[config.mk]
export PLATFORM = sky130hd
export DESIGN_NAME = frame_pipe_top
export DESIGN_NICKNAME = d
export VERILOG_FILES = /design/src/design/frame_pkg.sv /design/src/design/frame_egress.sv /design/src/design/frame_fifo.sv /design/src/design/frame_len_check.sv /design/src/design/frame_pipe_top.sv
export SDC_FILE = /design/constraint.sdc
export NUM_CORES = 1
export LEC_CHECK = 0
export ABC_AREA = 1
export BUFFER_PORTS_ARGS = -buffer_cell sky130_fd_sc_hd__buf_2
export CAP_MARGIN = 40
export CORE_MARGIN = 2
export CORE_UTILIZATION = 57
export CTS_BUF_LIST = sky130_fd_sc_hd__clkbuf_4 sky130_fd_sc_hd__clkbuf_8 sky130_fd_sc_hd__clkbuf_16
export DETAILED_ROUTE_END_ITERATION = 10
export MAX_ROUTING_LAYER = met4
export PLACE_DENSITY_LB_ADDON = 0.08
export SYNTH_ARGS = -nofsm -noshare
export SYNTH_HDL_FRONTEND = slang
export SYNTH_SLANG_ARGS = --single-unit
[constraint.sdc]
create_clock -name clk -period 2.9 [get_ports clk]
set_input_delay 0.145 -clock clk [delete_from_list [all_inputs] [get_ports clk]]
set_output_delay 0.145 -clock clk [all_outputs]
set_load 0.02 [all_outputs]
[src/design/frame_pkg.sv]
package frame_pkg;

  // width of one stream beat
  localparam int data_width = 8;

  // FIFO storage, pointers carry one extra wrap bit
  localparam int addr_width = 6;
  localparam int fifo_depth = 64;

  // beat counter in the checker saturates at its all-ones value
  localparam int len_width = 7;

  // frame length limits for a good frame, in beats
  localparam logic [len_width-1:0] min_frame_len = 7'd2;
  localparam logic [len_width-1:0] max_frame_len = 7'd48;

  // delivered frame and byte counters at the egress
  localparam int count_width = 16;

endpackage

[src/design/frame_egress.sv]
`timescale 1ns/1ps

module frame_egress (
  input  logic                             clk,
  input  logic                             rst,
  input  logic [frame_pkg::data_width-1:0]  fifo_data,
  input  logic                             fifo_last,
  input  logic                             fifo_valid,
  output logic                             fifo_ready,
  output logic [frame_pkg::data_width-1:0]  out_data,
  output logic                             out_last,
  output logic                             out_valid,
  input  logic                             out_ready,
  output logic [frame_pkg::count_width-1:0] frame_count,
  output logic [frame_pkg::count_width-1:0] byte_count
);

  logic xfer;

  // no buffering here, the stream goes out as it comes in
  assign out_data   = fifo_data;
  assign out_last   = fifo_last;
  assign out_valid  = fifo_valid;
  assign fifo_ready = out_ready;

  assign xfer = fifo_valid && out_ready;

  // both counters are free running and wrap
  always_ff @(posedge clk) begin
    if (rst) begin
      frame_count <= '0;
      byte_count  <= '0;
    end else if (xfer) begin
      byte_count <= byte_count + 1'b1;
      if (fifo_last) begin
        frame_count <= frame_count + 1'b1;
      end
    end
  end

endmodule

[src/design/frame_fifo.sv]
`timescale 1ns/1ps

module frame_fifo (
  input  logic                            clk,
  input  logic                            rst,
  input  logic [frame_pkg::data_width-1:0] chk_data,
  input  logic                            chk_last,
  input  logic                            chk_bad,
  input  logic                            chk_valid,
  output logic                            chk_ready,
  output logic [frame_pkg::data_width-1:0] fifo_data,
  output logic                            fifo_last,
  output logic                            fifo_valid,
  input  logic                            fifo_ready,
  output logic                            status_good_frame,
  output logic                            status_bad_frame,
  output logic                            status_overflow
);

  localparam int aw = frame_pkg::addr_width;
  localparam int dw = frame_pkg::data_width;

  // each word holds the data byte with last on top
  logic [dw:0] mem [frame_pkg::fifo_depth];

  // wr_ptr marks the end of committed frames, wr_ptr_cur the frame being written
  logic [aw:0] wr_ptr;
  logic [aw:0] wr_ptr_next;
  logic [aw:0] wr_ptr_cur;
  logic [aw:0] wr_ptr_cur_next;
  logic [aw:0] rd_ptr;
  logic [aw:0] rd_ptr_next;

  logic        full_cur;
  logic        full_wr;
  logic        empty;
  logic        write;
  logic        read;
  logic        store_output;

  logic        drop_frame;
  logic        drop_frame_next;
  logic        good_next;
  logic        bad_next;
  logic        overflow_next;

  // read pipeline, memory read register then output register
  logic [dw:0] rd_data;
  logic        rd_data_valid;
  logic        rd_data_valid_next;
  logic [dw:0] out_reg;
  logic        out_valid;
  logic        out_valid_next;

  assign full_cur = (wr_ptr_cur[aw] != rd_ptr[aw]) &&
                    (wr_ptr_cur[aw-1:0] == rd_ptr[aw-1:0]);
  // the frame in progress alone has filled the whole buffer
  assign full_wr  = (wr_ptr_cur[aw] != wr_ptr[aw]) &&
                    (wr_ptr_cur[aw-1:0] == wr_ptr[aw-1:0]);
  assign empty    = wr_ptr == rd_ptr;

  // an oversized frame keeps flowing so that it can be thrown away
  assign chk_ready = !full_cur || full_wr;

  always_comb begin
    write           = 1'b0;
    drop_frame_next = drop_frame;
    good_next       = 1'b0;
    bad_next        = 1'b0;
    overflow_next   = 1'b0;
    wr_ptr_next     = wr_ptr;
    wr_ptr_cur_next = wr_ptr_cur;
    if (chk_valid && chk_ready) begin
      if (full_cur || full_wr || drop_frame) begin
        drop_frame_next = 1'b1;
        if (chk_last) begin
          wr_ptr_cur_next = wr_ptr;
          drop_frame_next = 1'b0;
          overflow_next   = 1'b1;
        end
      end else begin
        write           = 1'b1;
        wr_ptr_cur_next = wr_ptr_cur + 1'b1;
        if (chk_last) begin
          if (chk_bad) begin
            wr_ptr_cur_next = wr_ptr;
            bad_next        = 1'b1;
          end else begin
            wr_ptr_next = wr_ptr_cur + 1'b1;
            good_next   = 1'b1;
          end
        end
      end
    end
  end

  always_ff @(posedge clk) begin
    if (rst) begin
      wr_ptr            <= '0;
      wr_ptr_cur        <= '0;
      drop_frame        <= 1'b0;
      status_good_frame <= 1'b0;
      status_bad_frame  <= 1'b0;
      status_overflow   <= 1'b0;
    end else begin
      wr_ptr            <= wr_ptr_next;
      wr_ptr_cur        <= wr_ptr_cur_next;
      drop_frame        <= drop_frame_next;
      status_good_frame <= good_next;
      status_bad_frame  <= bad_next;
      status_overflow   <= overflow_next;
    end
  end

  always_ff @(posedge clk) begin
    if (write) begin
      mem[wr_ptr_cur[aw-1:0]] <= {chk_last, chk_data};
    end
  end

  // fetch a new word whenever the read register is free or moves on
  always_comb begin
    read               = 1'b0;
    rd_ptr_next        = rd_ptr;
    rd_data_valid_next = rd_data_valid;
    if (store_output || !rd_data_valid) begin
      if (!empty) begin
        read               = 1'b1;
        rd_data_valid_next = 1'b1;
        rd_ptr_next        = rd_ptr + 1'b1;
      end else begin
        rd_data_valid_next = 1'b0;
      end
    end
  end

  always_ff @(posedge clk) begin
    if (rst) begin
      rd_ptr        <= '0;
      rd_data_valid <= 1'b0;
    end else begin
      rd_ptr        <= rd_ptr_next;
      rd_data_valid <= rd_data_valid_next;
    end
  end

  always_ff @(posedge clk) begin
    if (read) begin
      rd_data <= mem[rd_ptr[aw-1:0]];
    end
  end

  // output register loads when empty or when its word is taken
  always_comb begin
    store_output   = 1'b0;
    out_valid_next = out_valid;
    if (fifo_ready || !out_valid) begin
      store_output   = 1'b1;
      out_valid_next = rd_data_valid;
    end
  end

  always_ff @(posedge clk) begin
    if (rst) begin
      out_valid <= 1'b0;
    end else begin
      out_valid <= out_valid_next;
    end
  end

  always_ff @(posedge clk) begin
    if (store_output) begin
      out_reg <= rd_data;
    end
  end

  assign fifo_valid = out_valid;
  assign fifo_data  = out_reg[dw-1:0];
  assign fifo_last  = out_reg[dw];

endmodule

[src/design/frame_len_check.sv]
`timescale 1ns/1ps

module frame_len_check (
  input  logic                            clk,
  input  logic                            rst,
  input  logic [frame_pkg::data_width-1:0] in_data,
  input  logic                            in_last,
  input  logic                            in_error,
  input  logic                            in_valid,
  output logic                            in_ready,
  output logic [frame_pkg::data_width-1:0] chk_data,
  output logic                            chk_last,
  output logic                            chk_bad,
  output logic                            chk_valid,
  input  logic                            chk_ready
);

  // beats already transferred in the current frame
  logic [frame_pkg::len_width-1:0] beat_cnt;
  // length of the frame including the beat on the input now
  logic [frame_pkg::len_width-1:0] cur_len;
  logic                            err_seen;
  logic                            xfer;
  logic                            too_short;
  logic                            too_long;

  // the stream itself passes straight through
  assign chk_data  = in_data;
  assign chk_last  = in_last;
  assign chk_valid = in_valid;
  assign in_ready  = chk_ready;

  assign xfer = in_valid && chk_ready;

  always_comb begin
    if (&beat_cnt) begin
      cur_len = beat_cnt;
    end else begin
      cur_len = beat_cnt + 1'b1;
    end
  end

  assign too_short = cur_len < frame_pkg::min_frame_len;
  assign too_long  = cur_len > frame_pkg::max_frame_len;

  // only looked at downstream while chk_last is high
  assign chk_bad = too_short || too_long || err_seen || in_error;

  always_ff @(posedge clk) begin
    if (rst) begin
      beat_cnt <= '0;
      err_seen <= 1'b0;
    end else if (xfer) begin
      if (in_last) begin
        beat_cnt <= '0;
        err_seen <= 1'b0;
      end else begin
        beat_cnt <= cur_len;
        err_seen <= err_seen || in_error;
      end
    end
  end

endmodule

[src/design/frame_pipe_top.sv]
`timescale 1ns/1ps

module frame_pipe_top (
  input  logic                             clk,
  input  logic                             rst,
  input  logic [frame_pkg::data_width-1:0]  in_data,
  input  logic                             in_last,
  input  logic                             in_error,
  input  logic                             in_valid,
  output logic                             in_ready,
  output logic [frame_pkg::data_width-1:0]  out_data,
  output logic                             out_last,
  output logic                             out_valid,
  input  logic                             out_ready,
  output logic                             status_good_frame,
  output logic                             status_bad_frame,
  output logic                             status_overflow,
  output logic [frame_pkg::count_width-1:0] frame_count,
  output logic [frame_pkg::count_width-1:0] byte_count
);

  // checker to FIFO
  logic [frame_pkg::data_width-1:0] chk_data;
  logic                            chk_last;
  logic                            chk_bad;
  logic                            chk_valid;
  logic                            chk_ready;

  // FIFO to egress
  logic [frame_pkg::data_width-1:0] fifo_data;
  logic                            fifo_last;
  logic                            fifo_valid;
  logic                            fifo_ready;

  frame_len_check len_check0 (
    .clk       (clk),
    .rst       (rst),
    .in_data   (in_data),
    .in_last   (in_last),
    .in_error  (in_error),
    .in_valid  (in_valid),
    .in_ready  (in_ready),
    .chk_data  (chk_data),
    .chk_last  (chk_last),
    .chk_bad   (chk_bad),
    .chk_valid (chk_valid),
    .chk_ready (chk_ready)
  );

  frame_fifo fifo0 (
    .clk               (clk),
    .rst               (rst),
    .chk_data          (chk_data),
    .chk_last          (chk_last),
    .chk_bad           (chk_bad),
    .chk_valid         (chk_valid),
    .chk_ready         (chk_ready),
    .fifo_data         (fifo_data),
    .fifo_last         (fifo_last),
    .fifo_valid        (fifo_valid),
    .fifo_ready        (fifo_ready),
    .status_good_frame (status_good_frame),
    .status_bad_frame  (status_bad_frame),
    .status_overflow   (status_overflow)
  );

  frame_egress egress0 (
    .clk         (clk),
    .rst         (rst),
    .fifo_data   (fifo_data),
    .fifo_last   (fifo_last),
    .fifo_valid  (fifo_valid),
    .fifo_ready  (fifo_ready),
    .out_data    (out_data),
    .out_last    (out_last),
    .out_valid   (out_valid),
    .out_ready   (out_ready),
    .frame_count (frame_count),
    .byte_count  (byte_count)
  );

endmodule

Yosys cells after proc, flatten, opt, wreduce, memory -nomap -nowiden
Memory sizes are Yosys's and may differ from the RTL's. A register that Yosys moved wholly into a read port is not among the register bits.
Index checks and enable logic that the tools add are counted.
{"block": "totals", "wordCells": 74, "mem_count": 1, "inputBits": 14, "register_bits": 76, "ram_bits": 576}
{"block": "classes", "n_reduce_logical": 24, "order_cmp": 2, "bitwise": 4, "n_eq_ne": 6, "addsub": 5, "mux": 18}
{"memory": "fifo0.mem", "depth": 64, "width": 9, "read_ports": 1, "rd_clocked_by_memory_dff": 1, "write_ports": 1, "line_no": "frame_fifo.sv:24", "source": "logic [dw:0] mem [frame_pkg::fifo_depth];"}
{"operator": "2-to-1 mux 7 bit", "count": 6}
{"operator": "adder 16 x 1 -> 16 bit, second input constant", "count": 2}
{"operator": "adder 7 x 1 -> 7 bit, second input constant", "count": 3}
{"operator": "== test 6 bit", "count": 2}
{"operator": "2-to-1 mux 1 bit", "count": 12}
{"operator": "logical OR 1 bit", "count": 9}
{"operator": "AND reduction 2 bit", "count": 4}
{"operator": "== test 7 bit", "count": 1}
{"operator": "greater-than comparator 7 x 6 -> 1 bit, second input constant", "count": 1}
{"operator": "< comparator 7 x 2 -> 1 bit, second input constant", "count": 1}
{"operator": "AND reduction 7 bit", "count": 1}
{"operator": "logical AND 1 bit", "count": 4}
{"operator": "NOT 1 bit", "count": 4}
{"operator": "OR reduction 4 bit", "count": 1}
{"operator": "zero test 1 bit", "count": 3}
{"operator": "AND reduction 3 bit", "count": 1}
{"operator": "OR reduction 3 bit", "count": 1}
{"operator": "!= test 1 bit", "count": 2}
{"operator": "!= test 2 bit, second input constant", "count": 1}

Logic depth before layout (Yosys ltp)
Gate-level depths: netlist (run 1).
{"block": "depth", "depth_word": 9, "mapped_depth": 14, "ltp_nobuf": 14}

By module
From an unflattened synthesis (run 1), not the netlist that was laid out.
{"block": "unflattened", "cells_unflattened": 2479, "hier_area_um2": 27767.9}
{"module": "frame_fifo", "area_each_um2": 25458.2, "cells_each": 2133, "seq_area_each_um2": 18377.6, "instances": 1}
{"module": "frame_egress", "area_each_um2": 1689.1, "cells_each": 251, "seq_area_each_um2": 640.6, "instances": 1}
{"module": "frame_len_check", "area_each_um2": 620.6, "cells_each": 95, "seq_area_each_um2": 160.2, "instances": 1}

Worst setup path before layout (run 1)
Ideal clock, no wire load.
{"block": "synth_timing", "path_type": "register to register", "startpoint": "reg fifo0.wr_ptr_cur[0]", "endpoint": "mem fifo0.mem[63][0] in the netlist's numbering, enable pin", "setup_time_ps": 387, "synth_period_minus_slack_ps": 2393, "path_stages_with_launch": 10, "path_buffers": 2, "arrival_time_ps": 2006, "path_slack_ps": 507, "path_cell_list": "dfxtp_1 buf_4 inv_2 nand2_1 nand4_2 nor2_1 nand4_2 nand4_4 buf_6 nor3_1"}
{"block": "synth_between", "elab_chain_cells": 8, "elab_cells_between_ends": 13}
{"element": "start, declared", "line_no": "frame_fifo.sv:29", "source": "logic [aw:0] wr_ptr_cur;"}
{"element": "start signal, assigned", "line_no": "frame_fifo.sv:107", "source": "wr_ptr_cur <= wr_ptr_cur_next;"}
{"element": "== test 6 bit, on equally long branches", "line_no": "frame_fifo.sv:56, frame_fifo.sv:59"}
{"element": "logical AND 1 bit, on equally long branches", "line_no": "frame_fifo.sv:55, frame_fifo.sv:58"}
{"element": "logical OR 1 bit / zero test 1 bit (equally long branches)", "line_no": "frame_fifo.sv:74, frame_fifo.sv:63"}
{"element": "logical OR 1 bit, on equally long branches", "line_no": "frame_fifo.sv:74, frame_fifo.sv:63"}
{"element": "2-to-1 mux 1 bit / logical AND 1 bit (equally long branches)", "line_no": "frame_fifo.sv:74, frame_fifo.sv:73"}
{"element": "2-to-1 mux 1 bit", "line_no": "frame_fifo.sv:73", "source": "if (chk_valid && chk_ready) begin"}
{"element": "2-to-1 mux 1 bit", "line_no": "frame_fifo.sv:116", "source": "if (write) begin"}
{"element": "2-to-1 mux 1 bit (implied by the code)", "line_no": "frame_fifo.sv:117", "source": "mem[wr_ptr_cur[aw-1:0]] <= {chk_last, chk_data};"}
{"element": "end, declared", "line_no": "frame_fifo.sv:24"}
Several ways; a longest one is shown, not always the timed one.

Worst setup path after layout (run 1)
{"block": "layout_timing", "startpoint": "reg fifo0.wr_ptr_cur[1]", "endpoint": "mem fifo0.mem[55][1] in the netlist's numbering, enable pin"}
The elaborated chain is that of the path after synthesis.

==> qor.yml, run 1 <==
status:
  outcome: "completed"
cts:
  cts_root_buf: "clkbuf_16"
  tritoncts: "done"
  max-clock-path-buffers: 3
  cts_resized: 0
  h-tree-depth: 3
  clock_sinks: 661
  clk_pin_slew_ns: 0.06
  clk_latency_ns: 0.60
  cts_buffers: 68
  cts_setup_buffers: 0
sta:
  hold_slack_ns: 0.121
  relSlewSlack: 0.386
  worstMarginPinSlew_ns: 0.921
  tns_ns: 0
  setup_viol: 0
  rsz0062_at_grt: "no"
  hold_violations: 0
  period_needed_ns: 2.50
  clock_skew_ns: 0.0236
  drv_slew: 0
  fmax_mhz: 400
  period_share: 0.862
worst_hold_path:
  hold_end: "len_check0.beat_cnt[4]"
  min_from: "in_valid"
  holdPathStages: 4
  hold_path.class: "input port to flip-flop"
yosys:
  syn_area_per_cell_um2: 12.1
  synthTopCellsByArea: "edfxtp_1 (66%), nor2_1 (6.0%), o21ai_0 (5.9%)"
  netlist_area_mm2: 0.0269
  synth-edff-count: 594
  synthCells: 2218
  async_flop_share: 0
  yosysWarnings: 0
  yosys.area.top_type: "edfxtp_1"
  ys_seq_elements: 661
  synth_top_area_frac: 0.664
  ys_seq_area_frac: 0.714
  ys_types: 44
  synth_flop_cell: "edfxtp_1"
  syn_nets: 2237
routing:
  via_per_inst: 6.17
  ant_nets: 0
  wl_per_cell_um: 23.8
  drt_iter0_drc: 2718
  vias: 18319
  dr.pass1.iters: 6
  wl_mm: 70.6
  route.detailed.drc: 0
pwr:
  max-vdd-ir-drop_mv: 0.731
  power_density_mw_per_mm2: 859
  leakagePower_nw: 10.4
critical_path:
  slowest_stage: "dfxtp_1"
  r2r_start: "fifo0.wr_ptr_cur[1]"
  crit_start: "fifo0.wr_ptr_cur[1]"
  cp.required_ns: 3.20
  critical_path_class: "flip-flop to flip-flop"
  critPathMaxFanout: 9
  reg2reg_setup_slack_ns: 0.40
  end_kind: "flip-flop"
  critical_path.cell_chain: "nand2_1, nand4_2, nor2_1, nand4_2, nand4_4, inv_6, nand3_2, nor2_1, buf_4"
  crit_path_max_incr_delay_ns: 0.60
  cp.arrival_ns: 2.80
  ff2ff_path_depth: 9
  reg2reg_to: "fifo0.mem[55][1]"
  start_kind: "flip-flop"
floorplan:
  die_area_mm2: 0.0489
  start_util: 0.577
  die_h_um: 221
  die_x_um: 221
  core_area_mm2: 0.0466
  ios: 60
  rows: 79
cells_and_area:
  design_area_mm2: 0.0306
  seqCellArea_mm2: 0.0192
  multi_input_area_mm2: 0.00686
  largest_reg_flops: 576
  instances_no_fill: 2971
  fillerInstances: 3414
  final_nets: 2336
  area_delta_synth_final_pct: 14.0
  num_antenna_cells: 0
  fin_util: 0.658
  layout-drive-gt1-share: 0.135
place:
  placed_area_mm2: 0.0283
  dpl.cell_count: 2847
  place.gp.congestion: 0.912
  io_buffer_count: 59
  place.detailed.hpwl_mm: 42.3
global_routing:
  grt_overflow: 0
  grt_pass1_wl_mm: 107
  grt_antenna_before_repair: 0
  grtUsageTotal: 0.298
  grt_max_degree: 145
  grt_pass1_vias: 17588
run:
  cap_violations: 0
## worst max path at each step
stage,endpoint,slack [ns]
4_1_cts,fifo0.mem[55][1],0.40
5_1_grt,fifo0.mem[55][1],0.31
3_3_place_gp,fifo0.mem[55][2],0.48
3_5_place_dp,fifo0.mem[55][4],0.45
6_report,fifo0.mem[55][1],0.40
2_1_floorplan,fifo0.mem[63][0],0.51
## synthesized netlist by cell type, drive strengths merged (2+ instances only)
| master | instances |
|---|---|
| edfxtp | 594 |
| nor2 | 431 |
| o21ai | 327 |
| nand2 | 183 |
| clkbuf | 102 |
| nand3 | 102 |
| o22ai | 85 |
| dfxtp | 67 |
| inv | 65 |
| o221ai | 55 |
| a21oi | 52 |
| nand4 | 43 |
| buf | 35 |
| xor2 | 23 |
| o211ai | 17 |
| nor3 | 14 |
| ha | 5 |
| xnor2 | 5 |
| o21a | 3 |
| nor3b | 2 |
| nor4 | 2 |
| or2 | 2 |
## per-layer routing
layer / track usage / wire length, µm
met3: 0.0473 / 6430
met5: - / 0
met4: 0.100 / 2280
met1: 0.425 / 29800
met2: 0.440 / 32000
## where the power goes
part | internal (mW) | switching, mW | total, mW
clock network | 5.44 | 3.49 | 8.93
registers | 10.8 | 0.272 | 11.1
logic | 1.74 | 4.53 | 6.27
total | 18.0 | 8.30 | 26.3
## what timing repair did
item,in CTS,in global routing
hold buffers,7,0
endpoints found under the hold margin,48,0
endpoints found under the setup margin,0,0
## through the flow
step,power (mW),setup WS [ns]
floorplan,15.3,0.507
global placement,17.4,0.476
detailed placement,17.5,0.451
CTS,26.3,0.402
global route,27.4,0.309
finish,26.3,0.401
## cell usage in the layout (no fill, tap or decap), types with 8 or more instances in the layout
cell type,count
nand3_1,96
dfxtp_1,64
edfxtp_1,594
buf_4,98
nand4_1,33
o22ai_1,85
o211ai_1,17
bufinv_16,9
o221ai_1,55
buf_12,8
buf_2,51
inv_1,58
nand2_1,178
a21oi_1,45
clkinv_2,8
o21ai_0,317
clkbuf_4,14
clkbuf_16,71
nand4_4,8
clkinv_1,11
nor3_1,12
xor2_1,23
nor2_1,425
## cells by family after synthesis
logic type      after synthesis  share of synthesized area
compound gates              541                      0.116
xor+xnor                     28                    0.00913
fa+ha+maj                     5                    0.00233
buf+inv                     202                     0.0307
flops                       661                      0.714
simple gates                781                      0.128
## critical path: cells and delay by family (launching register included)
family / cells / cell delay, ns
buffers and inverters: 2 / 0.37
DFF: 1 / 0.60
and+or+nand+nor: 7 / 1.23
## final cells by class
type | count | area share
clock buffers | 87 | 0.0623
inverters | 65 | 0.00850
multi-input cells | 1355 | 0.224
repair buffers | 166 | 0.0417
clock inverters | 30 | 0.0121
well taps | 607 | 0.0248
flip-flops and latches | 661 | 0.627
(Power assumes the default switching activity.)
==> run 2: changes to the inputs <==
Settings changed: RECOVER_POWER set to 25.
==> qor.yml, run 2 (synthesis gave the netlist of run 1 again) <==
status:
  outcome: "finished with violations"
  violations: "max-capacitance violations, max-slew violations"
cells_and_area:
  fin_util: 0.657  # about the same
  final_cell_mix: "edfxtp_1 (594), nor2_1 (425), o21ai_0 (317), nand2_1 (178), nand3_1 (96)"
  area_delta_synth_final_pct: 13.9  # about the same
  instances_no_fill: 2971  # unchanged
  num_antenna_cells: 0  # unchanged
  final_nets: 2336  # unchanged
  largest_reg_flops: 576  # unchanged
  layout-drive-gt1-share: 0.134  # -0.000846
  final_common_cell: "edfxtp_1"
  design_area_mm2: 0.0306  # about the same
global_routing:
  grt_pass1_wl_mm: 107  # unchanged
  grt_pass1_vias: 17588  # unchanged
  grt_max_degree: 145  # unchanged
  grt_overflow: 0  # unchanged
  grt_antenna_before_repair: 0  # unchanged
  grtUsageTotal: 0.298  # unchanged
sta:
  fmax_mhz: 397  # -0.72%
  worstMarginPinSlew_ns: 1.78  # +0.859 ns
  rsz0062_at_grt: "no"
  tns_ns: 0  # unchanged
  period_needed_ns: 2.52  # +0.0180 ns
  hold_violations: 0  # unchanged
  period_share: 0.868  # +0.00622
  drv_slew: 325  # +325
  relSlewSlack: -0.187  # -0.573
  fin_ws_ns: 0.383  # -0.0180 ns
  clock_skew_ns: 0.0233  # -0.000219 ns
  setup_viol: 0  # unchanged
  hold_slack_ns: 0.120  # -0.000385 ns
floorplan:
  die_x_um: 221  # unchanged
  core_area_mm2: 0.0466  # unchanged
  rows: 79  # unchanged
  die_area_mm2: 0.0489  # unchanged
  start_util: 0.577  # unchanged
  ios: 60  # unchanged
  die_h_um: 221  # unchanged
cts:
  h-tree-depth: 3  # unchanged
  clk_latency_ns: 0.61  # about the same
  cts_buffers: 68  # unchanged
  clock_sinks: 661  # unchanged
  tritoncts: "done"
  cts_root_buf: "clkbuf_16"
  clk_pin_slew_ns: 0.06  # about the same
  cts_setup_buffers: 0  # unchanged
  max-clock-path-buffers: 3  # unchanged
routing:
  met3_length_mm: 6.35  # -1.3%
  via_per_inst: 6.19  # +0.47%
  wl_met2_mm: 31.9  # -0.34%
  wl_met1_mm: 30.1  # +0.87%
  wl_per_cell_um: 23.8  # +0.17%
  route.detailed.drc: 0  # unchanged
  ant_nets: 0  # unchanged
  drt_iter0_drc: 2690  # -1.0%
  highest_layer: "met4"
  wl_mm: 70.7  # +0.17%
  vias: 18405  # +0.47%
  dr.pass1.iters: 6  # unchanged
critical_path:
  crit_path_max_incr_delay_ns: 0.60  # about the same
  reg2reg_setup_slack_ns: 0.38  # -0.02 ns
  cp.arrival_ns: 2.82  # +0.02 ns
  end_kind: "flip-flop"
  critical_path.top_delay_family: "simple AND/OR/NAND/NOR gates"
  cp.required_ns: 3.20  # about the same
  critPathMaxFanout: 9  # unchanged
  start_kind: "flip-flop"
  critical_path_class: "flip-flop to flip-flop"
  crit_buf_inv: 2  # unchanged
  slowest_stage: "dfxtp_1"
  critical_path.cell_chain: "nand2_1, nand4_2, nor2_1, nand4_2, nand4_4, inv_6, nand3_2, nor2_1, buf_4"
place:
  placed_area_mm2: 0.0283  # unchanged
  place.detailed.hpwl_mm: 42.3  # unchanged
  io_buffer_count: 59  # unchanged
  place_ws_ns: 0.451  # unchanged
  place.gp.congestion: 0.912  # unchanged
  dpl.cell_count: 2847  # unchanged
pwr:
  power_mw: 26.4  # +0.14%
  power_density_mw_per_mm2: 861  # +0.21%
  leakagePower_nw: 10.3  # -0.10%
  max-vdd-ir-drop_mv: 0.734  # +0.54%
run:
  cap_violations: 5  # +5
worst_hold_path:
  hold_path.class: "input port to flip-flop"
==> run 2: per-layer routing <==
layer	GRT usage	vias up
met5	-	-
met1	0.425	8942
met2	0.440	983
met3	0.0473	156
met4	0.100	0
li1	-	8324
==> run 2: repair_timing <==
| item | 4_1_cts | 5_1_grt |
|---|---|---|
| hold endpoints to repair | 48 | 0 |
| hold buffers | 7 | 0 |
| gates resized for setup | 0 | 0 |
==> run 2: worst paths after layout <==
path	end	cells after the start	start
min	len_check0.beat_cnt[4]	4	in_valid
max	fifo0.mem[55][1]	9	fifo0.wr_ptr_cur[1]
min reg2reg	fifo0.out_reg[2]	0	fifo0.rd_data[2]
max reg2reg	fifo0.mem[55][1]	9	fifo0.wr_ptr_cur[1]
==> run 2: where the power goes <==
part | leakage (nW) | switching (mW) | internal, mW
Clock | 1.13 | 3.51 | 5.44
Combinational | 3.30 | 4.55 | 1.74
Sequential | 5.91 | 0.271 | 10.8
Total | 10.3 | 8.33 | 18.0
==> run 2: worst reg2reg max path, cell delays in order (launching register included) <==
cell     delay, ns
dfxtp_1       0.60
nand2_1       0.14
nand4_2       0.13
nor2_1        0.06
nand4_2       0.11
nand4_4       0.12
inv_6         0.16
nand3_2       0.40
nor2_1        0.29
buf_4         0.21
==> run 2: cell type report <==
cell class,instances,area (µm²)
sequential,661,19200
tap,607,759
fill,3416,16000
multi-input combinational,1355,6860
inverter,65,260
clock buffer,87,1910
timing repair buffer,166,1260
clock inverter,30,370
